## config.mk

```make
export PLATFORM = sky130hd
export DESIGN_NAME = rmii_rx_subsys
export DESIGN_NICKNAME = d
export VERILOG_FILES = /design/src/hdl/rmii_rx_pkg.sv /design/src/hdl/rmii_rx_deframer.sv /design/src/hdl/rx_fcs_checker.sv /design/src/hdl/rx_addr_filter.sv /design/src/hdl/rx_frame_status.sv /design/src/hdl/rx_apb_regs.sv /design/src/hdl/rmii_rx_subsys.sv
export VERILOG_INCLUDE_DIRS = /design/src /design/src/hdl
export SDC_FILE = /design/constraint.sdc
export NUM_CORES = 1
export LEC_CHECK = 0
export BUFFER_PORTS_ARGS = -buffer_cell sky130_fd_sc_hd__buf_2
export CAP_MARGIN = 20
export CORE_MARGIN = 2
export CORE_UTILIZATION = 50
export DETAILED_ROUTE_END_ITERATION = 12
export GPL_ROUTABILITY_DRIVEN = 0
export PLACE_DENSITY_LB_ADDON = 0.2
export SLEW_MARGIN = 20
export SYNTH_ARGS = -nofsm -noshare
export SYNTH_HDL_FRONTEND = slang
export SYNTH_SLANG_ARGS = --single-unit
```

## constraint.sdc

```tcl
create_clock -name REF_CLK -period 5.18 [get_ports REF_CLK]
set_input_delay 1.036 -clock REF_CLK [delete_from_list [all_inputs] [get_ports REF_CLK]]
set_output_delay 1.036 -clock REF_CLK [all_outputs]
set_load 0.02 [all_outputs]
```

## src/hdl/rmii_rx_defs.svh

```systemverilog
/* RMII receive path parameters
   field widths, APB register map and frame check constants */
`ifndef RMII_RX_DEFS_SVH
`define RMII_RX_DEFS_SVH

// frame length field, bytes incl. FCS
`define RX_LEN_W        11
`define RX_MIN_LEN      64

// reflected CRC-32 register after a good frame, FCS included
`define RX_CRC_RESIDUE  32'hDEBB20E3

`define RX_CNT_W        16     // event counter width

// APB byte offsets
`define RX_REG_MAC_LO   8'h00
`define RX_REG_MAC_HI   8'h04
`define RX_REG_CTRL     8'h08  // bit 0 promiscuous
`define RX_REG_GOOD     8'h10
`define RX_REG_CRCERR   8'h14
`define RX_REG_FILT     8'h18
`define RX_REG_OVF      8'h1C

`endif

```

## src/hdl/rmii_rx_pkg.sv

```systemverilog
/* RMII receive path types
   byte stream beat, per-frame status word and deframer states */
`include "rmii_rx_defs.svh"

package rmii_rx_pkg;

	// one beat of the received byte stream
	typedef struct packed {
		logic [7:0] data;
		logic       valid;  // data byte present
		logic       sof;    // first byte after the SFD
		logic       eof;    // end of frame, never with valid
	} rx_beat_t;

	// verdict for one finished frame
	typedef struct packed {
		logic [`RX_LEN_W-1:0] length;  // bytes incl. FCS
		logic                 crc_ok;
		logic                 addr_match;
		logic                 runt;
		logic                 accepted;
	} rx_status_t;

	// deframer FSM
	typedef enum logic [1:0] {
		st_idle,
		st_preamble,  // hunting for the SFD
		st_body,
		st_done       // wait for data valid to drop
	} rx_state_e;

endpackage

```

## src/hdl/rmii_rx_deframer.sv

```systemverilog
/* RMII receive deframer
   samples the PHY pins, hunts the SFD and packs dibits into byte beats */
`timescale 1ns/1ps

module rmii_rx_deframer (
	input  logic                  REF_CLK,
	input  logic                  arst_n,
	input  logic                  crs_dv,
	input  logic                  rxd0,
	input  logic                  rxd1,
	input  logic                  rx_afull,
	output rmii_rx_pkg::rx_beat_t beat,
	output logic                  drop
);
	import rmii_rx_pkg::*;

	localparam logic [7:0] sfd_byte = 8'hD5;

	logic       crs_q;
	logic       crs_qq;
	logic [1:0] rxd_q;   // {rxd1, rxd0}
	logic [7:0] win;     // last four dibits, oldest at the bottom
	logic [7:0] nxt;
	logic       dv;
	logic [1:0] cnt;     // dibit position within the byte
	logic       first;
	rx_state_e  state;

	// crs_dv toggles at the frame tail, so OR it with its delayed copy
	assign dv  = crs_q | crs_qq;
	assign nxt = {rxd_q, win[7:2]};  // window incl. the dibit now in rxd_q

	always_ff @(posedge REF_CLK or negedge arst_n)
	begin
		if (!arst_n)
		begin
			crs_q  <= 1'b0;
			crs_qq <= 1'b0;
			rxd_q  <= 2'b00;
			win    <= 8'h00;
		end
		else
		begin
			crs_q  <= crs_dv;
			crs_qq <= crs_q;
			rxd_q  <= {rxd1, rxd0};
			win    <= nxt;  // LSB first, new dibit enters at the top
		end
	end

	always_ff @(posedge REF_CLK or negedge arst_n)
	begin
		if (!arst_n)
		begin
			state <= st_idle;
			cnt   <= 2'd0;
			first <= 1'b0;
			drop  <= 1'b0;
			beat  <= '0;
		end
		else
		begin
			beat.valid <= 1'b0;
			beat.sof   <= 1'b0;
			beat.eof   <= 1'b0;
			drop       <= 1'b0;
			case (state)
				st_idle:
				begin
					if (crs_q)
					begin
						if (rx_afull)  // no room, skip the whole frame
						begin
							drop  <= 1'b1;
							state <= st_done;
						end
						else
							state <= st_preamble;
					end
				end
				st_preamble:
				begin
					if (!dv)
						state <= st_idle;  // carrier lost before SFD
					else if (nxt == sfd_byte)
					begin
						state <= st_body;
						cnt   <= 2'd0;
						first <= 1'b1;
					end
				end
				st_body:
				begin
					if (!dv)
					begin
						beat.eof <= 1'b1;  // partial byte, if any, is discarded
						state    <= st_done;
					end
					else
					begin
						cnt <= cnt + 2'd1;
						if (cnt == 2'd3)
						begin
							beat.data  <= nxt;
							beat.valid <= 1'b1;
							beat.sof   <= first;
							first      <= 1'b0;
						end
					end
				end
				st_done:
					if (!dv)
						state <= st_idle;
				default:
					state <= st_idle;
			endcase
		end
	end

endmodule

```

## src/hdl/rx_fcs_checker.sv

```systemverilog
/* frame check sequence checker
   running reflected CRC-32 over the frame bytes, residue compare at end of frame */
`timescale 1ns/1ps
`include "rmii_rx_defs.svh"

module rx_fcs_checker (
	input  logic                  REF_CLK,
	input  logic                  arst_n,
	input  rmii_rx_pkg::rx_beat_t beat,
	output logic                  crc_ok
);
	import rmii_rx_pkg::*;

	localparam logic [31:0] crc_poly = 32'hEDB88320;  // 04C11DB7 reflected

	logic [31:0] crc;
	logic [31:0] crc_seed;

	// one byte through the CRC, LSB first
	function automatic logic [31:0] crc_byte(input logic [31:0] c, input logic [7:0] d);
		logic [31:0] r;
		r = c ^ {24'h000000, d};
		for (int i = 0; i < 8; i++)
			r = r[0] ? ((r >> 1) ^ crc_poly) : (r >> 1);
		return r;
	endfunction

	assign crc_seed = beat.sof ? 32'hFFFFFFFF : crc;  // restart on every frame

	always_ff @(posedge REF_CLK)
	begin
		if (beat.valid)
			crc <= crc_byte(crc_seed, beat.data);
	end

	always_ff @(posedge REF_CLK or negedge arst_n)
	begin
		if (!arst_n)
			crc_ok <= 1'b0;
		else if (beat.eof)
			crc_ok <= (crc == `RX_CRC_RESIDUE);  // FCS bytes already folded in
	end

endmodule

```

## src/hdl/rx_addr_filter.sv

```systemverilog
/* destination address filter
   matches the first six frame bytes against the station address or broadcast */
`timescale 1ns/1ps

module rx_addr_filter (
	input  logic                  REF_CLK,
	input  logic                  arst_n,
	input  rmii_rx_pkg::rx_beat_t beat,
	input  logic [47:0]           station_mac,
	output logic                  addr_match
);
	import rmii_rx_pkg::*;

	logic [2:0]  idx;     // destination bytes seen so far
	logic        uni;
	logic        bc;
	logic [39:0] mac_sr;  // remaining address bytes, next one at the bottom

	always_ff @(posedge REF_CLK)
	begin
		if (beat.valid && beat.sof)
			mac_sr <= station_mac[47:8];  // low byte goes out first on the wire
		else if (beat.valid)
			mac_sr <= mac_sr >> 8;
	end

	always_ff @(posedge REF_CLK or negedge arst_n)
	begin
		if (!arst_n)
		begin
			idx        <= 3'd0;
			uni        <= 1'b0;
			bc         <= 1'b0;
			addr_match <= 1'b0;
		end
		else
		begin
			if (beat.valid && beat.sof)
			begin
				idx <= 3'd1;
				uni <= (beat.data == station_mac[7:0]);
				bc  <= (beat.data == 8'hFF);
			end
			else if (beat.valid && idx < 3'd6)
			begin
				idx <= idx + 3'd1;
				uni <= uni && (beat.data == mac_sr[7:0]);
				bc  <= bc && (beat.data == 8'hFF);
			end

			// a frame shorter than the address never matches
			if (beat.eof)
				addr_match <= (idx == 3'd6) && (uni || bc);
		end
	end

endmodule

```

## src/hdl/rx_frame_status.sv

```systemverilog
/* frame status combiner
   merges the checker verdicts and the length into a status word, keeps event counters */
`timescale 1ns/1ps
`include "rmii_rx_defs.svh"

module rx_frame_status (
	input  logic                             REF_CLK,
	input  logic                             arst_n,
	input  rmii_rx_pkg::rx_beat_t            beat,
	input  logic                             crc_ok,
	input  logic                             addr_match,
	input  logic                             promisc,
	input  logic                             drop,
	output rmii_rx_pkg::rx_status_t          frame_status,
	output logic                             status_valid,
	output logic [3:0][`RX_CNT_W-1:0]        counters  // good, crc_err, filt, ovf
);
	import rmii_rx_pkg::*;

	logic [`RX_LEN_W-1:0] len;
	logic                 eof_d;  // checker verdicts valid now
	logic                 runt;
	rx_status_t           status_d;

	assign runt = (len < `RX_LEN_W'(`RX_MIN_LEN));

	always_comb
	begin
		status_d.length     = len;
		status_d.crc_ok     = crc_ok;
		status_d.addr_match = addr_match;
		status_d.runt       = runt;
		status_d.accepted   = crc_ok && !runt && (addr_match || promisc);
	end

	always_ff @(posedge REF_CLK)
	begin
		if (eof_d)
			frame_status <= status_d;
	end

	always_ff @(posedge REF_CLK or negedge arst_n)
	begin
		if (!arst_n)
		begin
			len          <= '0;
			eof_d        <= 1'b0;
			status_valid <= 1'b0;
			counters     <= '0;
		end
		else
		begin
			eof_d        <= beat.eof;
			status_valid <= eof_d;

			if (beat.valid && beat.sof)
				len <= `RX_LEN_W'(1);
			else if (beat.valid && len != '1)  // saturate on giant frames
				len <= len + 1'b1;

			// exactly one of the frame counters per finished frame
			if (eof_d)
			begin
				if (status_d.accepted)
					counters[0] <= counters[0] + 1'b1;
				else if (!crc_ok)
					counters[1] <= counters[1] + 1'b1;
				else
					counters[2] <= counters[2] + 1'b1;
			end

			if (drop)
				counters[3] <= counters[3] + 1'b1;
		end
	end

endmodule

```

## src/hdl/rx_apb_regs.sv

```systemverilog
/* APB configuration slave
   station address, promiscuous control bit and event counter readout */
`timescale 1ns/1ps
`include "rmii_rx_defs.svh"

module rx_apb_regs (
	input  logic                      REF_CLK,
	input  logic                      arst_n,
	input  logic                      psel,
	input  logic                      penable,
	input  logic                      pwrite,
	input  logic [7:0]                paddr,
	input  logic [31:0]               pwdata,
	output logic [31:0]               prdata,
	output logic                      pready,
	output logic                      pslverr,
	input  logic [3:0][`RX_CNT_W-1:0] counters,
	output logic [47:0]               station_mac,
	output logic                      promisc
);
	logic        setup;
	logic        access;
	logic        is_cfg;
	logic        is_cnt;
	logic        bad;
	logic [31:0] rdata;

	assign setup  = psel && !penable;
	assign access = psel && penable;
	assign pready = 1'b1;  // zero wait states

	always_comb
	begin
		is_cfg = 1'b0;
		is_cnt = 1'b0;
		rdata  = 32'h0;
		case (paddr)
			`RX_REG_MAC_LO:
			begin
				is_cfg = 1'b1;
				rdata  = station_mac[31:0];
			end
			`RX_REG_MAC_HI:
			begin
				is_cfg = 1'b1;
				rdata  = {16'h0000, station_mac[47:32]};
			end
			`RX_REG_CTRL:
			begin
				is_cfg = 1'b1;
				rdata  = {31'h0, promisc};
			end
			`RX_REG_GOOD, `RX_REG_CRCERR, `RX_REG_FILT, `RX_REG_OVF:
			begin
				is_cnt = 1'b1;
				rdata  = {{(32-`RX_CNT_W){1'b0}}, counters[paddr[3:2]]};  // 10..1C map to 0..3
			end
			default:
				rdata = 32'h0;
		endcase
	end

	assign bad = !(is_cfg || is_cnt) || (pwrite && is_cnt);  // counters are read only

	// read data and error are set up one cycle early, shown in the access cycle
	always_ff @(posedge REF_CLK)
	begin
		if (setup)
			prdata <= rdata;
	end

	always_ff @(posedge REF_CLK or negedge arst_n)
	begin
		if (!arst_n)
		begin
			pslverr     <= 1'b0;
			station_mac <= 48'h0;
			promisc     <= 1'b0;
		end
		else
		begin
			pslverr <= setup && bad;
			if (access && pwrite)
			begin
				case (paddr)
					`RX_REG_MAC_LO: station_mac[31:0]  <= pwdata;
					`RX_REG_MAC_HI: station_mac[47:32] <= pwdata[15:0];
					`RX_REG_CTRL:   promisc            <= pwdata[0];
					default:        promisc            <= promisc;
				endcase
			end
		end
	end

endmodule

```

## src/hdl/rmii_rx_subsys.sv

```systemverilog
/* RMII receive subsystem
   deframer, FCS and address checkers, status combiner and APB registers */
`timescale 1ns/1ps
`include "rmii_rx_defs.svh"

module rmii_rx_subsys (
	input  logic                    REF_CLK,
	input  logic                    arst_n,
	input  logic                    crs_dv,
	input  logic                    rxd0,
	input  logic                    rxd1,
	input  logic                    rx_afull,
	output rmii_rx_pkg::rx_beat_t   rx_beat,
	output rmii_rx_pkg::rx_status_t frame_status,
	output logic                    status_valid,
	input  logic                    psel,
	input  logic                    penable,
	input  logic                    pwrite,
	input  logic [7:0]              paddr,
	input  logic [31:0]             pwdata,
	output logic [31:0]             prdata,
	output logic                    pready,
	output logic                    pslverr
);
	import rmii_rx_pkg::*;

	logic                      drop;
	logic                      crc_ok;
	logic                      addr_match;
	logic [3:0][`RX_CNT_W-1:0] counters;
	logic [47:0]               station_mac;
	logic                      promisc;

	rmii_rx_deframer rmii_rx_deframer_inst (
		.REF_CLK  (REF_CLK),
		.arst_n   (arst_n),
		.crs_dv   (crs_dv),
		.rxd0     (rxd0),
		.rxd1     (rxd1),
		.rx_afull (rx_afull),
		.beat     (rx_beat),
		.drop     (drop)
	);

	rx_fcs_checker rx_fcs_checker_inst (
		.REF_CLK (REF_CLK),
		.arst_n  (arst_n),
		.beat    (rx_beat),
		.crc_ok  (crc_ok)
	);

	rx_addr_filter rx_addr_filter_inst (
		.REF_CLK     (REF_CLK),
		.arst_n      (arst_n),
		.beat        (rx_beat),
		.station_mac (station_mac),
		.addr_match  (addr_match)
	);

	rx_frame_status rx_frame_status_inst (
		.REF_CLK      (REF_CLK),
		.arst_n       (arst_n),
		.beat         (rx_beat),
		.crc_ok       (crc_ok),
		.addr_match   (addr_match),
		.promisc      (promisc),
		.drop         (drop),
		.frame_status (frame_status),
		.status_valid (status_valid),
		.counters     (counters)
	);

	rx_apb_regs rx_apb_regs_inst (
		.REF_CLK     (REF_CLK),
		.arst_n      (arst_n),
		.psel        (psel),
		.penable     (penable),
		.pwrite      (pwrite),
		.paddr       (paddr),
		.pwdata      (pwdata),
		.prdata      (prdata),
		.pready      (pready),
		.pslverr     (pslverr),
		.counters    (counters),
		.station_mac (station_mac),
		.promisc     (promisc)
	);

endmodule

```

# [Word-level counts from Yosys, hierarchy flattened]
# Index checks and enable logic that the tools add are counted.
[word_totals] register_bits=282 out_inout_bits=61
[classes] muxes=47 n_reduce_logical=38 bitwise_logic=12 addsub=7 eq_ne=25 n_lt_le_gt_ge=3
[op_table] operator="$mux 32" count=8
[op_table] operator="$pmux 32 s4" count=1
[op_table] operator="$not 13->14" count=8
[op_table] operator="$mux 40" count=2
[op_table] operator="$add 16x1->16 const B" count=4
[op_table] operator="$bmux 16 s2" count=1
[op_table] operator="$eq 32x32->1 const B" count=1
[op_table] operator="$eq 8x5->1 const B" count=4
[op_table] operator="$xor 32x8->32" count=1
[op_table] operator="$mux 31" count=1
[op_table] operator="$mux 11" count=2
[op_table] operator="$mux 2" count=11
[op_table] operator="$eq 8x8->1" count=2
[op_table] operator="$eq 8x8->1 const B" count=2
[op_table] operator="$mux 16" count=1
[op_table] operator="$mux 1" count=14
[op_table] operator="$logic_and 1x1->1" count=13
[op_table] operator="$add 11x1->11 const B" count=1
[op_table] operator="$lt 11x7->1 const B" count=1
[op_table] operator="$ne 11x11->1 const B" count=1
[op_table] operator="$ne 2x1->1 const B" count=5
[op_table] operator="$mux 3" count=3
[op_table] operator="$reduce_and 3->1" count=3
[op_table] operator="$eq 8x3->1 const B" count=1
[op_table] operator="25 further kinds" count=41

# [Depth between registers and ports, before layout]
[logic_depth] word_depth=18 mapped_depth=7

# [By module]
# From an unflattened synthesis, not the netlist that was laid out.
[hier_totals] hier_cells=979 area_unflattened_um2=13480.4
[by_module_without_submodules] module="rx_frame_status" seq_area_each_um2=2377.3 area_per_inst_um2=4037.6 instances=1 cells_each=338
[by_module_without_submodules] module="rx_apb_regs" seq_area_each_um2=2212.1 area_per_inst_um2=3788.6 instances=1 cells_each=234
[by_module_without_submodules] module="rx_fcs_checker" seq_area_each_um2=985.9 area_per_inst_um2=2397.3 instances=1 cells_each=200
[by_module_without_submodules] module="rx_addr_filter" seq_area_each_um2=1351.3 area_per_inst_um2=2285.9 instances=1 cells_each=140
[by_module_without_submodules] module="rmii_rx_deframer" seq_area_each_um2=675.6 area_per_inst_um2=970.9 instances=1 cells_each=67

# [Worst setup path before layout]
# Ideal clock, no wire load.
[synth_path] path_type="in2reg" start="input port penable" end="register rx_apb_regs_inst.pslverr" stages=3 arrival_time_ps=2901 setup_ps=81 slack_ps=2199 cell_sequence="nor2b_1 -> o21ai_0 -> nor2_1"
[synth_between] elab_chain_cells=3
[synth_lines] item="from (decl)" line_no="rmii_rx_subsys.sv:17" rtl="input logic penable,"
[synth_lines] item="$logic_not 1->1" line_no="rx_apb_regs.sv:28" rtl="assign setup = psel && !penable;"
[synth_lines] item="$logic_and 1x1->1" line_no="rx_apb_regs.sv:28"
[synth_lines] item="$logic_and 1x1->1" line_no="rx_apb_regs.sv:82" rtl="pslverr <= setup && bad;"
[synth_lines] item="to (signal assigned)" line_no="rx_apb_regs.sv:82"
[synth_lines] item="to (decl)" line_no="rx_apb_regs.sv:16" rtl="output logic pslverr,"
# Every way passes these cells.
# A chain may end at the register's enable or synchronous reset.

# [Final worst setup path]
[layout_path] start="input port paddr[7]" end="register rx_apb_regs_inst.station_mac[44]"
[layout_between] elab_chain_cells=2
[layout_lines] item="from (decl)" line_no="rmii_rx_subsys.sv:19" rtl="input logic [7:0] paddr,"
[layout_lines] item="$eq 8x3->1" line_no="rx_apb_regs.sv:85" rtl="case (paddr)"
[layout_lines] item="$reduce_and 2->1 (no line)"
[layout_lines] item="to (signal assigned)" line_no="rx_apb_regs.sv:87" rtl="`RX_REG_MAC_HI: station_mac[47:32] <= pwdata[15:0];"
[layout_lines] item="to (decl)" line_no="rx_apb_regs.sv:18" rtl="output logic [47:0] station_mac,"
# Every way passes these cells.

==> flow_metrics.tcl <==
set metrics [dict create \
    cp.required_ns 5.63 \
    synth_cells 1038 \
    p_leak_nw 6.52 \
    powerDensity_nw_per_um2 434 \
    coreArea_sq_um 25300 \
    routed-wl-met3_mm 1.60 \
    cts_buffers 31 \
    min_period_over_period 0.565 \
    synth_mux_area_frac 0.0886 \
    finalNetCount 1200 \
    r2r_start "rmii_rx_deframer_inst.beat[1]$_DFF_PN0_" \
    cp_slowest_stage_delay_ns 0.62 \
    port_buffers 108 \
    syn_to_final_growth_pct 14.3 \
    grt_pass1_wl_mm 44.7 \
    grt_pass1_vias 7945 \
    grt_max_degree 96 \
    die-area_sq_um 27200 \
    synth-seq-area-share 0.587 \
    skew_ns 0.0161 \
    crit_family "simple AND/OR/NAND/NOR gates" \
    setup_viol 0 \
    ant_nets 0 \
    grt_overflow 0 \
    period_minus_slack_ns 2.93 \
    cts_tree "built" \
    cts_resized 0 \
    met1Wirelength_mm 12.7 \
    synth-compound-area-share 0.0298 \
    fillers 2093 \
    rsz0062_at_grt "no" \
    drt_iter0_drc 677 \
    regToRegSetupSlack_ns 2.63 \
    synth-adder-area-share 0.0116 \
    worstMarginPinSlew_ns 1.04 \
    cp_slowest_cell "and2_1" \
    async_reset_ff_frac 0.575 \
    critPathMaxFanout 17 \
    multi_input_area_sq_um 5070 \
    track_usage 0.214 \
    hold_viol 0 \
    drt_first_pass_iters 5 \
    ff_latch_area_sq_um 7610 \
    max-vdd-ir-drop_mv 0.325 \
    synth_top_family_by_area "simple AND/OR/NAND/NOR gates" \
    syn-cell-area_sq_um 13000 \
    totalWireLength_mm 28.3 \
    min_from "rmii_rx_deframer_inst.win[7]$_DFF_PN0_" \
    initial_core_util 0.511 \
    worstSetupStartpointType "input port" \
    tns_ns 0 \
    post-cts-setup-buffer-count 0 \
    cts-root-buf "clkbuf_16" \
    clkTransAtPathRegs_ns 0.06 \
    synthXorXnorAreaFrac 0.128 \
    crit_start "paddr[7]" \
    design_area_sq_um 14800 \
    ios 110 \
    synth-simple-area-share 0.133 \
    cts.sinks 280 \
    worstPathCellList "buf_2, or4_4, nor4_2, and2_1, nand4_4, mux2_4" \
    clock_latency_ns 0.57 \
    drive_above_1_share 0.223 \
    drc 0 \
    dp_slack_ns 1.70 \
    crit_arrival_ns 3.38 \
    die_h_um 165 \
    cts_hold_buf 0 \
    htree_num_levels 1 \
    endpoint_kind "flop" \
    fmax_mhz 342 \
    avgViaCountPerCell 5.41 \
    vias 8076 \
    drv_cap 0 \
    ys_warn_count 0 \
    slew_violations 0 \
    status "complete, no violations" \
    antenna_found_initial 0 \
    ys.flop_type "dfrtp_1" \
    relSlewSlack 0.307 \
    dpl.hpwl_mm 19.4 \
    worstHoldPathType "reg -> reg" \
    synth_edf_count 119 \
    antenna_cells 0 \
    synth.avg_cell_area_sq_um 12.5 \
    wl_met2_mm 13.5 \
    yosys.cell_types.count 59 \
    crit_type "in -> reg" \
    rows 58 \
    wl_per_cell_um 19.0 \
    post_dp_cell_area_sq_um 13800 \
    syn-num-nets 1099 \
    clockBufferDepth 3 \
    setup_ws_ns 2.25 \
    cp_num_buf_inv 1 \
    fin_util 0.585 \
    die_w_um 165 \
    ys_seq_elements 280 \
    routed.top_layer "met4" \
]
## metal layers
metal	vias up	GRT usage
li1	3819	-
met1	4005	0.307
met2	214	0.347
met3	38	0.0362
met4	0	0.0462
met5	-	0
## cell usage in the layout (no fill, tap or decap), types with 16 or more instances in the layout
cell	count
and2_1	19
buf_2	107
clkbuf_16	31
dfrtp_1	160
edfxtp_1	119
inv_1	20
mux2_2	53
mux4_2	16
nand2_1	162
nand3_1	24
nand4_1	28
nor2_1	72
xnor2_1	117
xor2_1	54
## power by group
part	internal (W)	total [W]	switching, W
sequential	0.00260	0.00283	0.000227
combinational	0.000717	0.00140	0.000683
clock	0.00128	0.00219	0.000911
total	0.00460	0.00642	0.00182
## final cells by class
cell class,count,area share
inverter,20,0.00507
clock inverter,19,0.0128
clock buffer,39,0.0558
timing repair buffer,117,0.0420
tap,330,0.0279
multi-input combinational,689,0.343
sequential,280,0.514
## synthesized netlist by cell type, types with 10 or more instances
cell type	instances	share of area
nor3_1	12	0.0046
a32oi_1	15	0.010
inv_1	20	0.0058
clkbuf_1	28	0.0081
dfrtp_1	161	0.31
xor2_1	54	0.037
mux2_2	53	0.046
edfxtp_1	119	0.28
nand3_1	24	0.0093
xnor2_1	117	0.079
nand4_1	28	0.014
mux4_2	16	0.028
nand2_1	162	0.047
ha_1	12	0.012
mux2_4	10	0.012
buf_2	10	0.0039
and3_1	14	0.0068
nor2_1	73	0.021
and2_1	19	0.0092
## sequential cells by signal, summed over array words and instances (netlist names), 2 cells and up
name                               cells
rx_fcs_checker_inst.crc               32
rx_addr_filter_inst.idx                3
rmii_rx_deframer_inst.win              6
rx_frame_status_inst.counters         64
rx_frame_status_inst.frame_status     15
rmii_rx_deframer_inst.rxd_q            2
rx_apb_regs_inst.prdata               32
rx_addr_filter_inst.mac_sr            40
rmii_rx_deframer_inst.beat            11
rmii_rx_deframer_inst.cnt              2
rmii_rx_deframer_inst.state            2
rx_frame_status_inst.len              11
rx_apb_regs_inst.station_mac          48
## through the flow
step	std cells	total power [W]	hold slack, ns
2_1_floorplan	1038	0.00394	0.363
3_3_place_gp	1435	0.00425	0.376
3_5_place_dp	1435	0.00428	0.380
4_1_cts	1493	0.00648	0.401
5_1_grt	1494	0.00672	0.412
6_report	1494	0.00642	0.399
## worst paths after layout
kind,end,depth (start not counted)
min in group asynchronous,rx_frame_status_inst.counters[29]$_DFFE_PN0P_,1
min,rmii_rx_deframer_inst.win[5]$_DFF_PN0_,0
max reg2reg,rx_fcs_checker_inst.crc[18]$_DFFE_PP_,6
min reg2reg,rmii_rx_deframer_inst.win[5]$_DFF_PN0_,0
max,rx_apb_regs_inst.station_mac[44]$_DFFE_PN0P_,6
max in group asynchronous,rmii_rx_deframer_inst.beat[2]$_DFF_PN0_,2
## logic make-up (layout without fill, tap and decap cells)
group                    count (synthesis)  after routing
AO/OA/AOI/OAI                           52             52
flip-flops                             280            280
other                                    1              1
AND/OR/NAND/NOR                        362            362
multiplexers                            83             83
XOR/XNOR                               179            179
buffers and inverters                   69            195
adder cells (fa/ha/maj)                 12             12
## worst reg2reg max path, cell delays in order, from the launching register on
cell and delay, ns:
dfrtp_1 0.60, buf_4 0.38, nor2_1 0.13, xnor2_2 0.43
xor2_1 0.38, xnor2_1 0.19, xnor2_1 0.18
(Power assumes the default switching activity.)
